--- src/logic/zynq_bridge_pkg.sv ---
package zynq_bridge_pkg;

   // control port (S00) widths
   localparam int AXIL_DATA_W = 32;
   localparam int AXIL_STRB_W = AXIL_DATA_W / 8;
   localparam int CTRL_ADDR_W = 5;
   localparam int AXI_PROT_W  = 3;
   localparam int AXI_RESP_W  = 2;

   localparam logic [AXI_RESP_W-1:0] RESP_OKAY   = 2'b00;
   localparam logic [AXI_RESP_W-1:0] RESP_SLVERR = 2'b10;

   // the PS drops the top two bits of the S01 address
   localparam int HOST_ADDR_W = 30;
   localparam int BP_ADDR_W   = 32;
   localparam int MEM_ADDR_W  = 33;
   localparam int DRAM_ADDR_W = 32;

   // start of cached dram in the core's address space
   localparam logic [31:0] BP_DRAM_BASE     = 32'h8000_0000;
   // S01 addresses above this point reach the tile window
   localparam logic [31:0] TILE_WINDOW_BASE = 32'h2000_0000;

   localparam int NUM_CSR    = 3;
   localparam int FIFO_DEPTH = 4;

   // word indices of the control register map
   localparam logic [2:0] REG_CSR0    = 3'd0;
   localparam logic [2:0] REG_CSR1    = 3'd1;
   localparam logic [2:0] REG_CSR2    = 3'd2;
   localparam logic [2:0] REG_STATUS  = 3'd3;
   localparam logic [2:0] REG_TX_PUSH = 3'd4;
   localparam logic [2:0] REG_RX_POP  = 3'd5;
   localparam logic [2:0] REG_FLAGS   = 3'd6;

   typedef struct packed {
      logic [2:0] word;
      logic [1:0] offset;
   } ctrl_addr_fields_s;

   // the control address seen as a byte address or as word and byte offset
   typedef union packed {
      logic [CTRL_ADDR_W-1:0] raw;
      ctrl_addr_fields_s      fields;
   } ctrl_addr_u;

   typedef struct packed {
      ctrl_addr_u              addr;
      logic [AXI_PROT_W-1:0]   prot;
   } axil_aw_s;

   typedef axil_aw_s axil_ar_s;

   typedef struct packed {
      logic [AXIL_DATA_W-1:0]  data;
      logic [AXIL_STRB_W-1:0]  strb;
   } axil_w_s;

   typedef struct packed {
      logic [AXIL_DATA_W-1:0]  data;
      logic [AXI_RESP_W-1:0]   resp;
   } axil_r_s;

   typedef logic [NUM_CSR-1:0][AXIL_DATA_W-1:0] csr_bank_t;

endpackage

--- src/logic/addr_map.sv ---
`timescale 1ns/1ps

module addr_map
   (input  logic [zynq_bridge_pkg::HOST_ADDR_W-1:0]  host_awaddr_i
   ,input  logic [zynq_bridge_pkg::HOST_ADDR_W-1:0]  host_araddr_i
   ,output logic [zynq_bridge_pkg::BP_ADDR_W-1:0]    bp_awaddr_o
   ,output logic [zynq_bridge_pkg::BP_ADDR_W-1:0]    bp_araddr_o

   ,input  logic [zynq_bridge_pkg::MEM_ADDR_W-1:0]   mem_awaddr_i
   ,input  logic [zynq_bridge_pkg::MEM_ADDR_W-1:0]   mem_araddr_i
   ,input  logic [zynq_bridge_pkg::AXIL_DATA_W-1:0]  dram_base_i
   ,output logic [zynq_bridge_pkg::DRAM_ADDR_W-1:0]  dram_awaddr_o
   ,output logic [zynq_bridge_pkg::DRAM_ADDR_W-1:0]  dram_araddr_o
   );

   import zynq_bridge_pkg::*;

   // S01 offsets 0x0000_0000 and up land on cached dram at 0x8000_0000
   // and offsets above 0x2000_0000 fold back onto the tile window at zero
   function automatic logic [BP_ADDR_W-1:0] host_xlate
      (input logic [HOST_ADDR_W-1:0] addr);
      logic [BP_ADDR_W-1:0] offset;
      offset = BP_DRAM_BASE;
      if (BP_ADDR_W'(addr) > TILE_WINDOW_BASE)
         offset = TILE_WINDOW_BASE;
      return BP_ADDR_W'(addr) ^ offset;
   endfunction

   // memory-side addresses start at the core's dram base
   // so that base is swapped for the buffer the PS allocated
   function automatic logic [DRAM_ADDR_W-1:0] dram_remap
      (input logic [MEM_ADDR_W-1:0]  addr
      ,input logic [AXIL_DATA_W-1:0] base);
      logic [MEM_ADDR_W-1:0] sum;
      sum = addr - MEM_ADDR_W'(BP_DRAM_BASE) + MEM_ADDR_W'(base);
      return sum[DRAM_ADDR_W-1:0];
   endfunction

   // all four paths are purely combinational
   always_comb
   begin
      bp_awaddr_o   = host_xlate(host_awaddr_i);
      bp_araddr_o   = host_xlate(host_araddr_i);
      dram_awaddr_o = dram_remap(mem_awaddr_i, dram_base_i);
      dram_araddr_o = dram_remap(mem_araddr_i, dram_base_i);
   end

endmodule

--- src/logic/axil_ctrl_slave.sv ---
`timescale 1ns/1ps

module axil_ctrl_slave
   (input  logic                                          aclk_i
   ,input  logic                                          arst_n_i

   ,input  zynq_bridge_pkg::axil_aw_s                     ctrl_aw_i
   ,input  logic                                          ctrl_awvalid_i
   ,output logic                                          ctrl_awready_o
   ,input  zynq_bridge_pkg::axil_w_s                      ctrl_w_i
   ,input  logic                                          ctrl_wvalid_i
   ,output logic                                          ctrl_wready_o
   ,output logic [zynq_bridge_pkg::AXI_RESP_W-1:0]        ctrl_bresp_o
   ,output logic                                          ctrl_bvalid_o
   ,input  logic                                          ctrl_bready_i
   ,input  zynq_bridge_pkg::axil_ar_s                     ctrl_ar_i
   ,input  logic                                          ctrl_arvalid_i
   ,output logic                                          ctrl_arready_o
   ,output zynq_bridge_pkg::axil_r_s                      ctrl_r_o
   ,output logic                                          ctrl_rvalid_o
   ,input  logic                                          ctrl_rready_i

   ,input  logic [zynq_bridge_pkg::AXIL_DATA_W-1:0]       status_i
   ,output zynq_bridge_pkg::csr_bank_t                    csr_o

   ,output logic [zynq_bridge_pkg::AXIL_DATA_W-1:0]       tx_data_o
   ,output logic                                          tx_push_o
   ,input  logic                                          tx_ready_i

   ,input  logic [zynq_bridge_pkg::AXIL_DATA_W-1:0]       rx_data_i
   ,input  logic                                          rx_v_i
   ,output logic                                          rx_pop_o
   );

   import zynq_bridge_pkg::*;

   logic                    wr_ready_q;
   logic                    bvalid_q;
   logic [AXI_RESP_W-1:0]   bresp_q;
   logic                    arready_q;
   logic                    rvalid_q;
   axil_r_s                 r_q;
   csr_bank_t               csr_q;
   logic                    wr_hs;
   logic                    rd_hs;
   logic [2:0]              aw_word;
   logic [2:0]              ar_word;
   logic                    aw_aligned;
   logic                    ar_aligned;
   logic [AXIL_DATA_W-1:0]  rd_data;

   // a handshake completes in the single cycle the slave holds ready high
   assign wr_hs = wr_ready_q & ctrl_awvalid_i & ctrl_wvalid_i;
   assign rd_hs = arready_q & ctrl_arvalid_i;

   // the word index comes from the split view of the address
   assign aw_word = ctrl_aw_i.addr.fields.word;
   assign ar_word = ctrl_ar_i.addr.fields.word;

   // the byte address has to sit on a full data word
   assign aw_aligned = (ctrl_aw_i.addr.raw & CTRL_ADDR_W'(AXIL_STRB_W - 1)) == '0;
   assign ar_aligned = (ctrl_ar_i.addr.raw & CTRL_ADDR_W'(AXIL_STRB_W - 1)) == '0;

   // AW and W are taken together, and only once the last B has been accepted
   always_ff @(posedge aclk_i or negedge arst_n_i)
   begin
      if (!arst_n_i)
      begin
         wr_ready_q <= 1'b0;
         bvalid_q   <= 1'b0;
      end
      else
      begin
         wr_ready_q <= ctrl_awvalid_i & ctrl_wvalid_i & ~bvalid_q & ~wr_ready_q;
         if (wr_hs)
            bvalid_q <= 1'b1;
         else if (ctrl_bready_i)
            bvalid_q <= 1'b0;
      end
   end

   // reads follow the same scheme on their own path
   always_ff @(posedge aclk_i or negedge arst_n_i)
   begin
      if (!arst_n_i)
      begin
         arready_q <= 1'b0;
         rvalid_q  <= 1'b0;
      end
      else
      begin
         arready_q <= ctrl_arvalid_i & ~rvalid_q & ~arready_q;
         if (rd_hs)
            rvalid_q <= 1'b1;
         else if (ctrl_rready_i)
            rvalid_q <= 1'b0;
      end
   end

   // each byte lane of a control register only changes where its strobe is set
   always_ff @(posedge aclk_i or negedge arst_n_i)
   begin
      if (!arst_n_i)
         csr_q <= '0;
      else if (wr_hs && aw_aligned)
      begin
         for (int r = 0; r < NUM_CSR; r++)
         begin
            for (int b = 0; b < AXIL_STRB_W; b++)
            begin
               if (aw_word == REG_CSR0 + 3'(r) && ctrl_w_i.strb[b])
                  csr_q[r][8*b +: 8] <= ctrl_w_i.data[8*b +: 8];
            end
         end
      end
   end

   // read data for the word addressed on AR
   always_comb
   begin
      rd_data = '0;
      case (ar_word)
         REG_CSR0:    rd_data = csr_q[0];
         REG_CSR1:    rd_data = csr_q[1];
         REG_CSR2:    rd_data = csr_q[2];
         REG_STATUS:  rd_data = status_i;
         REG_TX_PUSH: rd_data = '0;
         // an empty FIFO reads as zero and is left alone
         REG_RX_POP:  rd_data = rx_v_i ? rx_data_i : '0;
         REG_FLAGS:   rd_data = AXIL_DATA_W'({~tx_ready_i, rx_v_i});
         default:     rd_data = '0;
      endcase
      if (!ar_aligned)
         rd_data = '0;
   end

   // response payloads are captured at the handshake and held with valid
   always_ff @(posedge aclk_i)
   begin
      if (wr_hs)
         bresp_q <= aw_aligned ? RESP_OKAY : RESP_SLVERR;
      if (rd_hs)
      begin
         r_q.data <= rd_data;
         r_q.resp <= ar_aligned ? RESP_OKAY : RESP_SLVERR;
      end
   end

   // FIFO strobes fire on the handshake cycle of an aligned access
   assign tx_data_o = ctrl_w_i.data;
   assign tx_push_o = wr_hs & aw_aligned & (aw_word == REG_TX_PUSH) & tx_ready_i;
   assign rx_pop_o  = rd_hs & ar_aligned & (ar_word == REG_RX_POP) & rx_v_i;

   assign ctrl_awready_o = wr_ready_q;
   assign ctrl_wready_o  = wr_ready_q;
   assign ctrl_bvalid_o  = bvalid_q;
   assign ctrl_bresp_o   = bresp_q;
   assign ctrl_arready_o = arready_q;
   assign ctrl_rvalid_o  = rvalid_q;
   assign ctrl_r_o       = r_q;
   assign csr_o          = csr_q;

   // the host keeps W valid while the slave answers its AW
   awready_needs_w_a: assert property (@(posedge aclk_i) disable iff (!arst_n_i)
      $rose(ctrl_awready_o) |-> ctrl_wvalid_i);

   // a write response stays up until the host takes it
   bvalid_hold_a: assert property (@(posedge aclk_i) disable iff (!arst_n_i)
      ctrl_bvalid_o && !ctrl_bready_i |=> ctrl_bvalid_o);

endmodule

--- src/logic/shell_fifo.sv ---
`timescale 1ns/1ps

module shell_fifo
   #(parameter int depth_p = zynq_bridge_pkg::FIFO_DEPTH
   )
   (input  logic                                     aclk_i
   ,input  logic                                     arst_n_i

   ,input  logic [zynq_bridge_pkg::AXIL_DATA_W-1:0]  data_i
   ,input  logic                                     v_i
   ,output logic                                     ready_o

   ,output logic [zynq_bridge_pkg::AXIL_DATA_W-1:0]  data_o
   ,output logic                                     v_o
   ,input  logic                                     yumi_i
   );

   import zynq_bridge_pkg::*;

   localparam int ptr_w_lp   = (depth_p > 1) ? $clog2(depth_p) : 1;
   localparam int count_w_lp = $clog2(depth_p + 1);

   logic [AXIL_DATA_W-1:0] mem_q [depth_p];
   logic [ptr_w_lp-1:0]    wr_ptr_q;
   logic [ptr_w_lp-1:0]    rd_ptr_q;
   logic [count_w_lp-1:0]  count_q;
   logic                   push;
   logic                   pop;

   assign push = v_i & ready_o;
   assign pop  = yumi_i & v_o;

   // storage is written on a push and read straight from the read pointer
   always_ff @(posedge aclk_i)
   begin
      if (push)
         mem_q[wr_ptr_q] <= data_i;
   end

   always_ff @(posedge aclk_i or negedge arst_n_i)
   begin
      if (!arst_n_i)
      begin
         wr_ptr_q <= '0;
         rd_ptr_q <= '0;
         count_q  <= '0;
      end
      else
      begin
         // pointers wrap at the last entry so any depth works
         if (push)
            wr_ptr_q <= (wr_ptr_q == ptr_w_lp'(depth_p - 1)) ? '0 : wr_ptr_q + 1'b1;
         if (pop)
            rd_ptr_q <= (rd_ptr_q == ptr_w_lp'(depth_p - 1)) ? '0 : rd_ptr_q + 1'b1;
         if (push && !pop)
            count_q <= count_q + 1'b1;
         else if (pop && !push)
            count_q <= count_q - 1'b1;
      end
   end

   assign ready_o = count_q != count_w_lp'(depth_p);
   assign v_o     = count_q != '0;
   assign data_o  = mem_q[rd_ptr_q];

   // the consumer may only take what the FIFO is offering
   yumi_needs_v_a: assert property (@(posedge aclk_i) disable iff (!arst_n_i)
      yumi_i |-> v_o);

   count_bound_a: assert property (@(posedge aclk_i) disable iff (!arst_n_i)
      count_q <= count_w_lp'(depth_p));

endmodule

--- src/logic/zynq_bridge_top.sv ---
`timescale 1ns/1ps

module zynq_bridge_top
   (input  logic                                          aclk_i
   ,input  logic                                          arst_n_i

   // S00 control port
   ,input  zynq_bridge_pkg::axil_aw_s                     ctrl_aw_i
   ,input  logic                                          ctrl_awvalid_i
   ,output logic                                          ctrl_awready_o
   ,input  zynq_bridge_pkg::axil_w_s                      ctrl_w_i
   ,input  logic                                          ctrl_wvalid_i
   ,output logic                                          ctrl_wready_o
   ,output logic [zynq_bridge_pkg::AXI_RESP_W-1:0]        ctrl_bresp_o
   ,output logic                                          ctrl_bvalid_o
   ,input  logic                                          ctrl_bready_i
   ,input  zynq_bridge_pkg::axil_ar_s                     ctrl_ar_i
   ,input  logic                                          ctrl_arvalid_i
   ,output logic                                          ctrl_arready_o
   ,output zynq_bridge_pkg::axil_r_s                      ctrl_r_o
   ,output logic                                          ctrl_rvalid_o
   ,input  logic                                          ctrl_rready_i

   ,input  logic [zynq_bridge_pkg::AXIL_DATA_W-1:0]       status_i
   ,output zynq_bridge_pkg::csr_bank_t                    csr_o

   // user side of the PL-to-PS FIFO
   ,input  logic [zynq_bridge_pkg::AXIL_DATA_W-1:0]       pl_to_ps_data_i
   ,input  logic                                          pl_to_ps_v_i
   ,output logic                                          pl_to_ps_ready_o

   // user side of the PS-to-PL FIFO
   ,output logic [zynq_bridge_pkg::AXIL_DATA_W-1:0]       ps_to_pl_data_o
   ,output logic                                          ps_to_pl_v_o
   ,input  logic                                          ps_to_pl_yumi_i

   // S01 host addresses and their translation into the core
   ,input  logic [zynq_bridge_pkg::HOST_ADDR_W-1:0]       host_awaddr_i
   ,input  logic [zynq_bridge_pkg::HOST_ADDR_W-1:0]       host_araddr_i
   ,output logic [zynq_bridge_pkg::BP_ADDR_W-1:0]         bp_awaddr_o
   ,output logic [zynq_bridge_pkg::BP_ADDR_W-1:0]         bp_araddr_o

   // memory-side addresses and their M00 dram remap
   ,input  logic [zynq_bridge_pkg::MEM_ADDR_W-1:0]        mem_awaddr_i
   ,input  logic [zynq_bridge_pkg::MEM_ADDR_W-1:0]        mem_araddr_i
   ,output logic [zynq_bridge_pkg::DRAM_ADDR_W-1:0]       dram_awaddr_o
   ,output logic [zynq_bridge_pkg::DRAM_ADDR_W-1:0]       dram_araddr_o
   );

   import zynq_bridge_pkg::*;

   csr_bank_t               csr_bank;
   logic [AXIL_DATA_W-1:0]  tx_data;
   logic                    tx_push;
   logic                    tx_ready;
   logic [AXIL_DATA_W-1:0]  rx_data;
   logic                    rx_v;
   logic                    rx_pop;

   assign csr_o = csr_bank;

   axil_ctrl_slave ctrl
      (.aclk_i         (aclk_i)
      ,.arst_n_i       (arst_n_i)
      ,.ctrl_aw_i      (ctrl_aw_i)
      ,.ctrl_awvalid_i (ctrl_awvalid_i)
      ,.ctrl_awready_o (ctrl_awready_o)
      ,.ctrl_w_i       (ctrl_w_i)
      ,.ctrl_wvalid_i  (ctrl_wvalid_i)
      ,.ctrl_wready_o  (ctrl_wready_o)
      ,.ctrl_bresp_o   (ctrl_bresp_o)
      ,.ctrl_bvalid_o  (ctrl_bvalid_o)
      ,.ctrl_bready_i  (ctrl_bready_i)
      ,.ctrl_ar_i      (ctrl_ar_i)
      ,.ctrl_arvalid_i (ctrl_arvalid_i)
      ,.ctrl_arready_o (ctrl_arready_o)
      ,.ctrl_r_o       (ctrl_r_o)
      ,.ctrl_rvalid_o  (ctrl_rvalid_o)
      ,.ctrl_rready_i  (ctrl_rready_i)
      ,.status_i       (status_i)
      ,.csr_o          (csr_bank)
      ,.tx_data_o      (tx_data)
      ,.tx_push_o      (tx_push)
      ,.tx_ready_i     (tx_ready)
      ,.rx_data_i      (rx_data)
      ,.rx_v_i         (rx_v)
      ,.rx_pop_o       (rx_pop)
      );

   // words the PS pushes through register 4 come out on the PL side
   shell_fifo ps_to_pl_fifo
      (.aclk_i   (aclk_i)
      ,.arst_n_i (arst_n_i)
      ,.data_i   (tx_data)
      ,.v_i      (tx_push)
      ,.ready_o  (tx_ready)
      ,.data_o   (ps_to_pl_data_o)
      ,.v_o      (ps_to_pl_v_o)
      ,.yumi_i   (ps_to_pl_yumi_i)
      );

   // PL words wait here until the PS pops them through register 5
   shell_fifo pl_to_ps_fifo
      (.aclk_i   (aclk_i)
      ,.arst_n_i (arst_n_i)
      ,.data_i   (pl_to_ps_data_i)
      ,.v_i      (pl_to_ps_v_i)
      ,.ready_o  (pl_to_ps_ready_o)
      ,.data_o   (rx_data)
      ,.v_o      (rx_v)
      ,.yumi_i   (rx_pop)
      );

   // control register 2 holds the physical base of the PS dram buffer
   addr_map xlate
      (.host_awaddr_i (host_awaddr_i)
      ,.host_araddr_i (host_araddr_i)
      ,.bp_awaddr_o   (bp_awaddr_o)
      ,.bp_araddr_o   (bp_araddr_o)
      ,.mem_awaddr_i  (mem_awaddr_i)
      ,.mem_araddr_i  (mem_araddr_i)
      ,.dram_base_i   (csr_bank[REG_CSR2])
      ,.dram_awaddr_o (dram_awaddr_o)
      ,.dram_araddr_o (dram_araddr_o)
      );

endmodule

--- config.mk ---
export PLATFORM = sky130hd
export DESIGN_NAME = zynq_bridge_top
export DESIGN_NICKNAME = d
export VERILOG_FILES = /design/src/logic/zynq_bridge_pkg.sv /design/src/logic/addr_map.sv /design/src/logic/axil_ctrl_slave.sv /design/src/logic/shell_fifo.sv /design/src/logic/zynq_bridge_top.sv
export SDC_FILE = /design/constraint.sdc
export NUM_CORES = 1
export LEC_CHECK = 0
export ABC_AREA = 1
export BUFFER_PORTS_ARGS = -buffer_cell sky130_fd_sc_hd__buf_2
export CAP_MARGIN = 20
export CORE_MARGIN = 5
export CORE_UTILIZATION = 50
export CTS_CLUSTER_DIAMETER = 80
export DETAILED_ROUTE_END_ITERATION = 10
export PLACE_DENSITY_LB_ADDON = 0.1
export SKIP_LAST_GASP = 1
export SYNTH_ARGS = -nofsm -noshare
export SYNTH_HDL_FRONTEND = slang
export SYNTH_SLANG_ARGS = --single-unit
--- constraint.sdc ---
create_clock -name aclk_i -period 7.95 [get_ports aclk_i]
set_clock_uncertainty 0.1 [all_clocks]
set_input_delay 0.3975 -clock aclk_i [delete_from_list [all_inputs] [get_ports aclk_i]]
set_output_delay 0.3975 -clock aclk_i [all_outputs]
set_load 0.1 [all_outputs]
==> flow_metrics.env, run 1 <==
export IMPL_die_w_um=223
export IMPL_hold_class="input pin to flip-flop"
export IMPL_synthTopCellsByArea="edfxtp_1, dfrtp_1, nand2_1"
export IMPL_max_vdd_ir_drop_mv=0.326
export IMPL_drtIter0Drc=1510
export IMPL_required_ns=7.45
export IMPL_syn_inst=2486
export IMPL_fin_crit_ns=4.19
export IMPL_synth_seq_cells=404
export IMPL_reg2reg_slack_ns=5.58
export IMPL_cts_resized=0
export IMPL_hold_violations=0
export IMPL_rsz0062_at_grt="false"
export IMPL_netlist_area_um2=22600
export IMPL_track_usage=0.311
export IMPL_grt_ovfl_total=0
export IMPL_htreeDepth=2
export IMPL_start_util=0.502
export IMPL_wl_mm=80.3
export IMPL_ys_top_cells_by_count="nand2_1, inv_1, edfxtp_1"
export IMPL_finalMaxSlewViolations=0
export IMPL_wl_met3_mm=6.23
export IMPL_tns_ns=0
export IMPL_critical_path_arrival_ns=3.69
export IMPL_clock_sinks=404
export IMPL_vias=19600
export IMPL_rr_endpoint="ps_to_pl_fifo.count_q[2]$_DFFE_PN0P_"
export IMPL_tightest_slew_ns=1.07
export IMPL_clockBufferDepth=3
export IMPL_crit_fanout=5
export IMPL_wl_met2_mm=39.5
export IMPL_core_area_um2=45100
export IMPL_num_rows=78
export IMPL_setup_viol=0
export IMPL_first_global_vias=18900
export IMPL_ys_seq_area_frac=0.511
export IMPL_outcome="finished, final reports clean"
export IMPL_synth_distinct_cells=42
export IMPL_hold_buffers=63
export IMPL_drc=0
export IMPL_reg2reg_from="ctrl.ctrl_awready_o$_DFF_PN0_"
export IMPL_drv_cap=0
export IMPL_synth_ff_type="edfxtp_1"
export IMPL_fmax_ghz=0.239
export IMPL_place_hpwl_mm=60.9
export IMPL_wl_met1_mm=31.3
export IMPL_numCtsBuffers=41
export IMPL_p_sw_mw=3.00
export IMPL_power_mw=7.05
export IMPL_power_density_nw_per_um2=256
export IMPL_cts_tree="done"
export IMPL_detail_route_antenna_nets=0
export IMPL_port_buffers=537
export IMPL_num_io_pins=550
export IMPL_syn_avg_cell_area_um2=9.10
export IMPL_cts_setup_buffers=0
export IMPL_synth_edff_count=290
export IMPL_grt_max_degree=73
export IMPL_clock_power_share=0.270
export IMPL_place_gp_congestion=0.980
export IMPL_dr_pass1_iters=6
export IMPL_async_flop_share=0.282
export IMPL_yosys_warnings=0
export IMPL_highest_layer="met5"
export IMPL_clk_pin_slew_ns=0.06
export IMPL_die_area_um2=49600
export IMPL_worstSkewPairLatency_ns=0.55
export IMPL_endpoint="dram_awaddr_o[17]"
export IMPL_area_growth_pct=21.6
export IMPL_antenna_found_initial=28
export IMPL_swShare=0.426
export IMPL_worstSetupPathType="flip-flop to primary output"
export IMPL_synth_top_area_cell="edfxtp_1"
export IMPL_internal_power_mw=4.05
export IMPL_drive_above_1_share=0.245
export IMPL_die_height_um=223
export IMPL_crit_start="ctrl.csr_o[65]$_DFFE_PN0P_"
export IMPL_root_buffer="clkbuf_16"
export IMPL_end_kind="primary output"
export IMPL_leakagePower_nw=13.3
export IMPL_synth_most_common_cell="nand2_1"
export IMPL_grt_pass1_wl_mm=118
export IMPL_post_route_util=0.610
export IMPL_synth_top_area_frac=0.385
export IMPL_reg2reg_depth=10
export IMPL_power_frac_comb=0.371
export IMPL_p_seq_frac=0.359
export IMPL_avgRoutedWirePerCell_um=21.9
export IMPL_finalCritPeriodShare=0.527
export IMPL_relSlewSlack=0.289
export IMPL_final_nets=3409
export IMPL_via_per_inst=5.35
export IMPL_critPathLaunchType="flip-flop"
power groups by stage:
stage          Clock, mW  Combinational, mW  Sequential [mW]
3_5_place_dp           0               2.59             2.57
4_1_cts             1.93               2.62             2.53
2_1_floorplan          0               1.87             2.71
5_1_grt             2.03               2.75             2.54
3_3_place_gp           0               2.54             2.57
6_report            1.91               2.62             2.53
placed cells by master, fill, tap and decap left out, types with 5 or more instances in the layout:
cell type,synthesis,routed
nand2_1,661,661
buf_2,23,536
inv_1,311,309
edfxtp_1,290,290
nor2_1,246,237
o21ai_0,150,150
ha_1,134,134
dfrtp_1,114,113
o21ai_2,80,80
o22ai_1,63,63
dlygate4sd3_1,0,63
nand3_1,61,61
a21oi_1,59,59
clkbuf_16,0,43
xor2_1,33,33
a31oi_1,20,20
a22oi_1,20,20
buf_4,63,20
diode_2,0,16
nand4_1,15,15
clkbuf_1,37,15
nor4_1,14,14
nand3_4,12,12
nor3_1,11,11
nand2_2,11,11
a211oi_1,10,10
clkbuf_8,0,8
nor2_2,1,6
inv_2,3,5
xnor2_1,5,5
nor3_4,3,5
registers in the layout, indices dropped and copies added, names as in the netlist:
signal and flops:
ctrl.csr_o 96, ctrl.ctrl_arready_o 1, ctrl.ctrl_awready_o 1, ctrl.ctrl_bresp_o 1, ctrl.ctrl_bvalid_o 1, ctrl.ctrl_r_o 33
ctrl.ctrl_rvalid_o 1, pl_to_ps_fifo.count_q 3, pl_to_ps_fifo.mem_q 128, pl_to_ps_fifo.rd_ptr_q 2, pl_to_ps_fifo.wr_ptr_q 2, ps_to_pl_fifo.count_q 3
ps_to_pl_fifo.mem_q 128, ps_to_pl_fifo.rd_ptr_q 2, ps_to_pl_fifo.wr_ptr_q 2
how the worst min path moves through the flow:
stage	startpoint	to	slack, ns	depth (start not counted)
2_1_floorplan	arst_n_i	ctrl.csr_o[0]$_DFFE_PN0P_	0.002	0
3_3_place_gp	arst_n_i	ctrl.csr_o[29]$_DFFE_PN0P_	0.34	1
3_5_place_dp	arst_n_i	ctrl.csr_o[29]$_DFFE_PN0P_	0.35	1
4_1_cts	ctrl_w_i[14]	ps_to_pl_fifo.mem_q[0][10]$_DFFE_PP_	0.004	1
5_1_grt	ctrl_w_i[15]	ps_to_pl_fifo.mem_q[2][11]$_DFFE_PP_	0.01	1
6_report	ctrl_w_i[8]	ps_to_pl_fifo.mem_q[3][4]$_DFFE_PP_	0.02	1
final cells by class:
type	instances	area, um^2
Inverter	315	1180
Tap cell	600	751
Fill cell	4034	17600
Multi-Input combinational cell	1636	9080
Antenna cell	16	40.0
Sequential cell	404	11600
Timing Repair Buffer	622	3540
Clock inverter	10	111
Clock buffer	66	1240
critical path, stage by stage, from the launching register on:
cell and delay, ns:
dfrtp_1 0.56, ha_1 0.38, ha_1 0.22, inv_1 0.08
fa_1 0.47, inv_1 0.13, nand3_1 0.08, nand3_1 0.14
nand2_1 0.07, nand2_1 0.14, nand3_1 0.09, nand2_1 0.09
xor2_1 0.23, buf_2 0.47
layer usage:
| layer | up-vias | track usage |
|---|---|---|
| met5 | - | 0 |
| met4 | 10 | 0.118 |
| met3 | 156 | 0.0628 |
| met2 | 833 | 0.532 |
| met1 | 9349 | 0.391 |
| li1 | 9299 | - |
through the flow:
step	hold slack, ns	setup slack [ns]	cells	instance area, um^2
floorplan	0.00191	3.50	2489	22600
global placement	0.336	4.36	3511	25400
detailed placement	0.347	4.33	3513	25500
CTS	0.00380	3.74	3652	27400
global route	0.0126	3.53	3668	27500
finish	0.0162	3.76	3669	27500
cell families (layout without fill, tap and decap cells):
kind of cell / after synthesis / after routing / synth area share
AO/OA/AOI/OAI: 413 / 413 / 0.113
buffers and inverters: 449 / 1013 / 0.0904
AND/OR/NAND/NOR: 1042 / 1042 / 0.192
multiplexers: 1 / 1 / 0.000498
XOR/XNOR: 38 / 38 / 0.0147
other: 1 / 20 / 0.000166
adder cells (fa/ha/maj): 138 / 138 / 0.0777
flip-flops: 404 / 404 / 0.511
Note: power is estimated with default switching activity, not from simulation.
==> run 2, diff against run 1 <==
- CORE_UTILIZATION: 50 -> 49
- clock period: 7.95 -> 3.4 ns (I/O delays scaled with it)
==> flow_metrics.env, run 2 (same netlist as run 1, synthesis figures left out) <==
export IMPL_outcome="finished, final reports clean"
export IMPL_cts_tree="done"
export IMPL_vias=19600
export IMPL_worstSkewPairLatency_ns=0.57
export IMPL_via_per_inst=5.25
export IMPL_crit_fanout=4
export IMPL_crit_start="ctrl.csr_o[65]$_DFFE_PN0P_"
export IMPL_critical_path_arrival_ns=3.09
export IMPL_rsz0062_at_grt="true"
export IMPL_finalMaxSlewViolations=0
export IMPL_drv_cap=0
export IMPL_hold_violations=0
export IMPL_place_area_um2=25900
export IMPL_core_area_um2=45500
export IMPL_final_cell_area_um2=29000
export IMPL_first_global_vias=18400
export IMPL_clockBufferDepth=3
export IMPL_power_density_nw_per_um2=578
export IMPL_place_hpwl_mm=59.6
export IMPL_drive_above_1_share=0.282
export IMPL_reg2reg_depth=9
export IMPL_dr_pass1_iters=5
export IMPL_max_vdd_ir_drop_mv=0.978
export IMPL_finalCritPeriodShare=0.987
export IMPL_rr_endpoint="ctrl.ctrl_r_o[2]$_SDFFCE_PP0P_"
export IMPL_clock_sinks=404
export IMPL_tns_ns=0
export IMPL_worstSetupPathType="flip-flop to primary output"
export IMPL_final_cell_mix="nand2_1, buf_2, inv_1"
export IMPL_wl_mm=78.2
export IMPL_end_kind="primary output"
export IMPL_die_area_um2=50600
export IMPL_grt_max_degree=67
export IMPL_avgRoutedWirePerCell_um=21.0
export IMPL_num_rows=78
export IMPL_num_io_pins=550
export IMPL_fmax_ghz=0.298
export IMPL_port_buffers=537
export IMPL_detail_route_antenna_nets=0
export IMPL_fin_crit_ns=3.36
export IMPL_clk_pin_slew_ns=0.06
export IMPL_drtIter0Drc=1758
export IMPL_final_common_cell="nand2_1"
export IMPL_relSlewSlack=0.342
export IMPL_required_ns=3.13
export IMPL_grt_pass1_wl_mm=113
export IMPL_endpoint="dram_awaddr_o[5]"
export IMPL_antenna_found_initial=9
export IMPL_area_growth_pct=28.2
export IMPL_drc=0
export IMPL_place_gp_congestion=0.963
export IMPL_reg2reg_from="pl_to_ps_fifo.rd_ptr_q[0]$_DFFE_PN0P_"
export IMPL_final_nets=3480
export IMPL_tightest_slew_ns=0.986
export IMPL_reg2reg_slack_ns=0.64
export IMPL_start_util=0.497
export IMPL_leakagePower_nw=13.8
export IMPL_grt_ovfl_total=0
export IMPL_track_usage=0.294
export IMPL_htreeDepth=2
export IMPL_setup_viol=0
export IMPL_die_w_um=225
export IMPL_hold_class="input pin to flip-flop"
export IMPL_root_buffer="clkbuf_16"
export IMPL_die_height_um=225
export IMPL_numCtsBuffers=43
export IMPL_critPathLaunchType="flip-flop"
-- run 2: cell types whose count changed in the layout (fill, tap and decap cells not counted), moves of 24 or more --
cell           delta
buf_2            -43
dlygate4sd3_1    +39
buf_4            +37
xor2_1           -24
-- run 2: power by group --
group	switching [mW]	total, mW	internal (mW)
logic	4.92	6.14	1.21
clock network	1.93	4.68	2.75
registers	0.195	5.94	5.75
total	7.04	16.8	9.71
-- run 2: layout make-up --
| cell class | instances | area, um^2 |
|---|---|---|
| Fill cell | 3890 | 16500 |
| Sequential cell | 404 | 11600 |
| Multi-Input combinational cell | 1636 | 9500 |
| Inverter | 315 | 1180 |
| Tap cell | 600 | 751 |
| Timing Repair Buffer | 691 | 4540 |
| Clock buffer | 62 | 1190 |
| Clock inverter | 18 | 218 |
| Antenna cell | 3 | 7.51 |
-- run 2: metal layers --
| layer | part of all wire | wire [um] | vias up | global-route usage |
|---|---|---|---|---|
| li1 | - | - | 9418 | - |
| met1 | 0.40 | 31400 | 9261 | 0.393 |
| met2 | 0.47 | 36800 | 728 | 0.472 |
| met3 | 0.085 | 6620 | 144 | 0.0647 |
| met4 | 0.042 | 3300 | 14 | 0.115 |
| met5 | 0.00088 | 69 | - | 0 |
-- run 2: what timing repair did --
item,4_1_cts,5_1_grt
hold endpoints to repair,444,1
pin swaps,4,6
hold buffers,101,1
resized for setup,78,78
endpoints found under the setup margin,47,42
setup buffers,2,9
-- run 2: metrics by stage --
| stage | cells | utilization | hold WS [ns] | power, mW | worst slack [ns] |
|---|---|---|---|---|---|
| 6_report | 3729 | 0.637 | 0.0316 | 16.8 | 0.0435 |
| 3_5_place_dp | 3533 | 0.570 | 0.226 | 12.0 | 0.263 |
| 2_1_floorplan | 2489 | - | -0.226 | 10.7 | -0.342 |
| 3_3_place_gp | 3533 | 0.570 | 0.219 | 11.9 | 0.306 |
| 5_1_grt | 3728 | 0.637 | 0.0719 | 17.4 | -0.0298 |
| 4_1_cts | 3716 | 0.629 | 0.00120 | 16.8 | -0.0106 |
-- run 2: worst min path at each step --
stage / start / endpoint / slack, ns / cells after the start
3_3_place_gp: arst_n_i / pl_to_ps_fifo.wr_ptr_q[0]$_DFFE_PN0P_ / 0.22 / 1
3_5_place_dp: arst_n_i / pl_to_ps_fifo.wr_ptr_q[0]$_DFFE_PN0P_ / 0.23 / 1
6_report: ctrl_aw_i[7] / ps_to_pl_fifo.wr_ptr_q[1]$_DFFE_PN0P_ / 0.03 / 5
5_1_grt: status_i[2] / ctrl.ctrl_r_o[4]$_SDFFCE_PP0P_ / 0.07 / 3
4_1_cts: status_i[26] / ctrl.ctrl_r_o[28]$_SDFFCE_PP0P_ / 0.001 / 3
2_1_floorplan: arst_n_i / ctrl.csr_o[0]$_DFFE_PN0P_ / -0.23 / 0
-- run 2: critical path, cell delays in order, from the launching register on --
cell and delay (ns):
dfrtp_2 0.48, buf_12 0.16, ha_4 0.26, ha_4 0.15, inv_1 0.06, fa_2 0.36, inv_2 0.08, nand3_1 0.09
nand3_2 0.13, buf_4 0.13, xor2_1 0.16, buf_2 0.45
==> run 3, diff against run 2 <==
- ABC_AREA: 1 -> default
- CORE_UTILIZATION: 49 -> 48
==> flow_metrics.env, run 3 <==
export IMPL_outcome="finished, violations left"
export IMPL_violations="negative setup slack"
export IMPL_root_buffer="clkbuf_16"
export IMPL_synth_top_family_by_area="multiplexers"
export IMPL_async_flop_share=0.282
export IMPL_hold_violations=0
export IMPL_syn_inst=1440
export IMPL_end_kind="primary output"
export IMPL_crit_fanout=4
export IMPL_final_common_cell="buf_2"
export IMPL_synth_seq_cells=404
export IMPL_fin_crit_ns=4.03
export IMPL_relSlewSlack=0.390
export IMPL_min_from="status_i[31]"
export IMPL_power_density_nw_per_um2=542
export IMPL_start_util=0.484
export IMPL_ys_seq_area_frac=0.569
export IMPL_via_per_inst=5.74
export IMPL_grt_ovfl_total=0
export IMPL_multiInputGateArea_um2=9850
export IMPL_antenna_found_initial=9
export IMPL_numCtsBuffers=41
export IMPL_synth_top_area_frac=0.429
export IMPL_critical_path_arrival_ns=3.76
export IMPL_grtUsageMet3=0.0750
export IMPL_busiest_layer="met2"
export IMPL_p_sw_mw=5.98
export IMPL_critPathLaunchType="flip-flop"
export IMPL_area_growth_pct=43.6
export IMPL_fmax_ghz=0.248
export IMPL_synthTopCellsByArea="edfxtp_1, dfrtp_1, ha_1"
export IMPL_internal_power_mw=9.83
export IMPL_clockBufferDepth=3
export IMPL_drive_above_1_share=0.513
export IMPL_num_io_pins=550
export IMPL_max_vdd_ir_drop_mv=0.463
export IMPL_die_w_um=216
export IMPL_hold_class="input pin to flip-flop"
export IMPL_yosys_warnings=0
export IMPL_power_frac_comb=0.331
export IMPL_final_nets=2537
export IMPL_dp_cells=2510
export IMPL_synth_edff_count=290
export IMPL_finalMaxSlewViolations=0
export IMPL_required_ns=3.13
export IMPL_synth_xor_area_frac=0.0276
export IMPL_cts_tree="done"
export IMPL_p_seq_frac=0.384
export IMPL_htreeDepth=2
export IMPL_whs_ns=0.0151
export IMPL_post_place_ws_ns=-0.120
export IMPL_crit_start="ctrl.csr_o[66]$_DFFE_PN0P_"
export IMPL_first_global_vias=16200
export IMPL_core_area_um2=41900
export IMPL_place_hpwl_mm=52.4
export IMPL_finalCritPeriodShare=1.18
export IMPL_drc=0
export IMPL_worstSetupPathType="flip-flop to primary output"
export IMPL_grt_pass1_wl_mm=101
export IMPL_synthSimpleGateAreaFrac=0.0546
export IMPL_final_cells=2727
export IMPL_fill_cells=2925
export IMPL_syn_avg_cell_area_um2=14.1
export IMPL_die_height_um=216
export IMPL_tightest_slew_ns=0.915
export IMPL_clock_power_share=0.284
export IMPL_synth_most_common_cell="edfxtp_1"
export IMPL_clock_sinks=404
export IMPL_clk_pin_slew_ns=0.06
export IMPL_reg2reg_from="ctrl.ctrl_awready_o$_DFF_PN0_"
export IMPL_place_gp_congestion=0.925
export IMPL_synth_ff_type="edfxtp_1"
export IMPL_detail_route_antenna_nets=0
export IMPL_fin_ws_ns=-0.628
export IMPL_avgRoutedWirePerCell_um=25.5
export IMPL_synth_compound_area_frac=0.0963
export IMPL_swShare=0.378
export IMPL_vias=15600
export IMPL_drtIter0Drc=1141
export IMPL_use_met1=0.353
export IMPL_dr_pass1_iters=7
export IMPL_grt_max_degree=59
export IMPL_seqCellArea_um2=11700
export IMPL_port_buffers=537
export IMPL_post_route_util=0.696
export IMPL_drv_cap=0
export IMPL_wl_mm=69.5
export IMPL_track_usage=0.289
export IMPL_setup_viol=39
export IMPL_die_area_um2=46500
export IMPL_synth_distinct_cells=66
export IMPL_num_rows=75
export IMPL_rsz0062_at_grt="true"
export IMPL_grt_use_met2=0.483
export IMPL_power_mw=15.8
export IMPL_leakagePower_nw=12.5
export IMPL_ys_top_cells_by_count="edfxtp_1, ha_1, dfrtp_1"
export IMPL_final_cell_mix="buf_2, edfxtp_1, buf_4"
export IMPL_netlist_area_um2=20300
export IMPL_synth_adder_area_share=0.0865
export IMPL_synth_top_area_cell="edfxtp_1"
export IMPL_synth_mux_area_frac=0.128
export IMPL_worstSkewPairLatency_ns=0.54
==> run 3: changes by cell type after synthesis, moves of 17 or more <==
cell	before	now
a31oi_1	20	37
mux4_2	0	64
nand3_1	61	21
o21ai_0	150	38
nor2_1	246	44
a21o_1	2	27
o21ai_2	80	0
nand2_1	661	90
o22ai_1	63	1
mux2_2	1	101
a22oi_1	20	62
buf_2	23	3
inv_1	311	27
xnor2_1	5	41
==> run 3: layer usage <==
| metal | up-vias | share of wire |
|---|---|---|
| met3 | 147 | 0.086 |
| met2 | 725 | 0.49 |
| met4 | 4 | 0.048 |
| met1 | 7775 | 0.37 |
| met5 | - | 0.00049 |
| li1 | 6989 | - |
==> run 3: area by class of cell <==
class,instances,share of cell area
Multi-Input combinational cell,899,0.338
Timing Repair Buffer,775,0.190
Tap cell,539,0.0231
Clock buffer,64,0.0410
Inverter,27,0.00347
Antenna cell,7,0.000600
Sequential cell,404,0.399
Clock inverter,12,0.00497
==> run 3: timing repair <==
action	4_1_cts	5_1_grt
endpoints found under the setup margin	45	47
pin swaps	61	58
resized for setup	92	60
endpoints found under the hold margin	439	0
hold buffers	97	0
buffers inserted	19	22
==> run 3: worst paths after layout <==
check | end | slack, ns | depth (start not counted)
setup / recovery | dram_araddr_o[28] | -0.63 | 11
hold / removal | ctrl.ctrl_r_o[33]$_SDFFCE_PP0P_ | 0.02 | 3
setup reg to reg | ps_to_pl_fifo.count_q[2]$_DFFE_PN0P_ | 0.45 | 9
hold reg to reg | ctrl.ctrl_arready_o$_DFF_PN0_ | 0.35 | 1
max in group asynchronous | ctrl.csr_o[79]$_DFFE_PN0P_ | 2.11 | 3
min in group asynchronous | ps_to_pl_fifo.count_q[2]$_DFFE_PN0P_ | 0.21 | 2
==> run 3: kinds of logic after synthesis <==
group,count (synthesis)
AOI/OAI and AO/OA,293
xor gates and xnor gates,64
adders and majority gates,138
buffers and inverters,140
DFF,404
muxes,167
other,1
and+or+nand+nor,233
==> run 3: through the flow <==
stage               area, um^2  TNS [ns]
detailed placement       25700    -0.386
global route             29200    -17.34
CTS                      28700    -12.17
global placement         25700    -0.238
floorplan                21600     -1.64
finish                   29200    -13.66
==> run 3: power by group through the flow <==
stage | registers [mW] | logic [mW] | clock network (mW)
floorplan | 6.29 | 3.74 | 0
global placement | 6.16 | 5.03 | 0
detailed placement | 6.18 | 5.07 | 0
CTS | 6.08 | 5.22 | 4.55
global route | 6.13 | 5.45 | 4.78
finish | 6.08 | 5.23 | 4.50
==> run 3: worst max-delay path: stages, from the launching register on <==
cell	delay [ns]
dfrtp_4	0.51
ha_4	0.29
ha_4	0.20
a211oi_2	0.23
nor2_1	0.09
o31a_1	0.27
a211o_1	0.30
a221o_1	0.37
a211o_1	0.38
a21oi_4	0.22
xnor2_4	0.15
buf_12	0.19
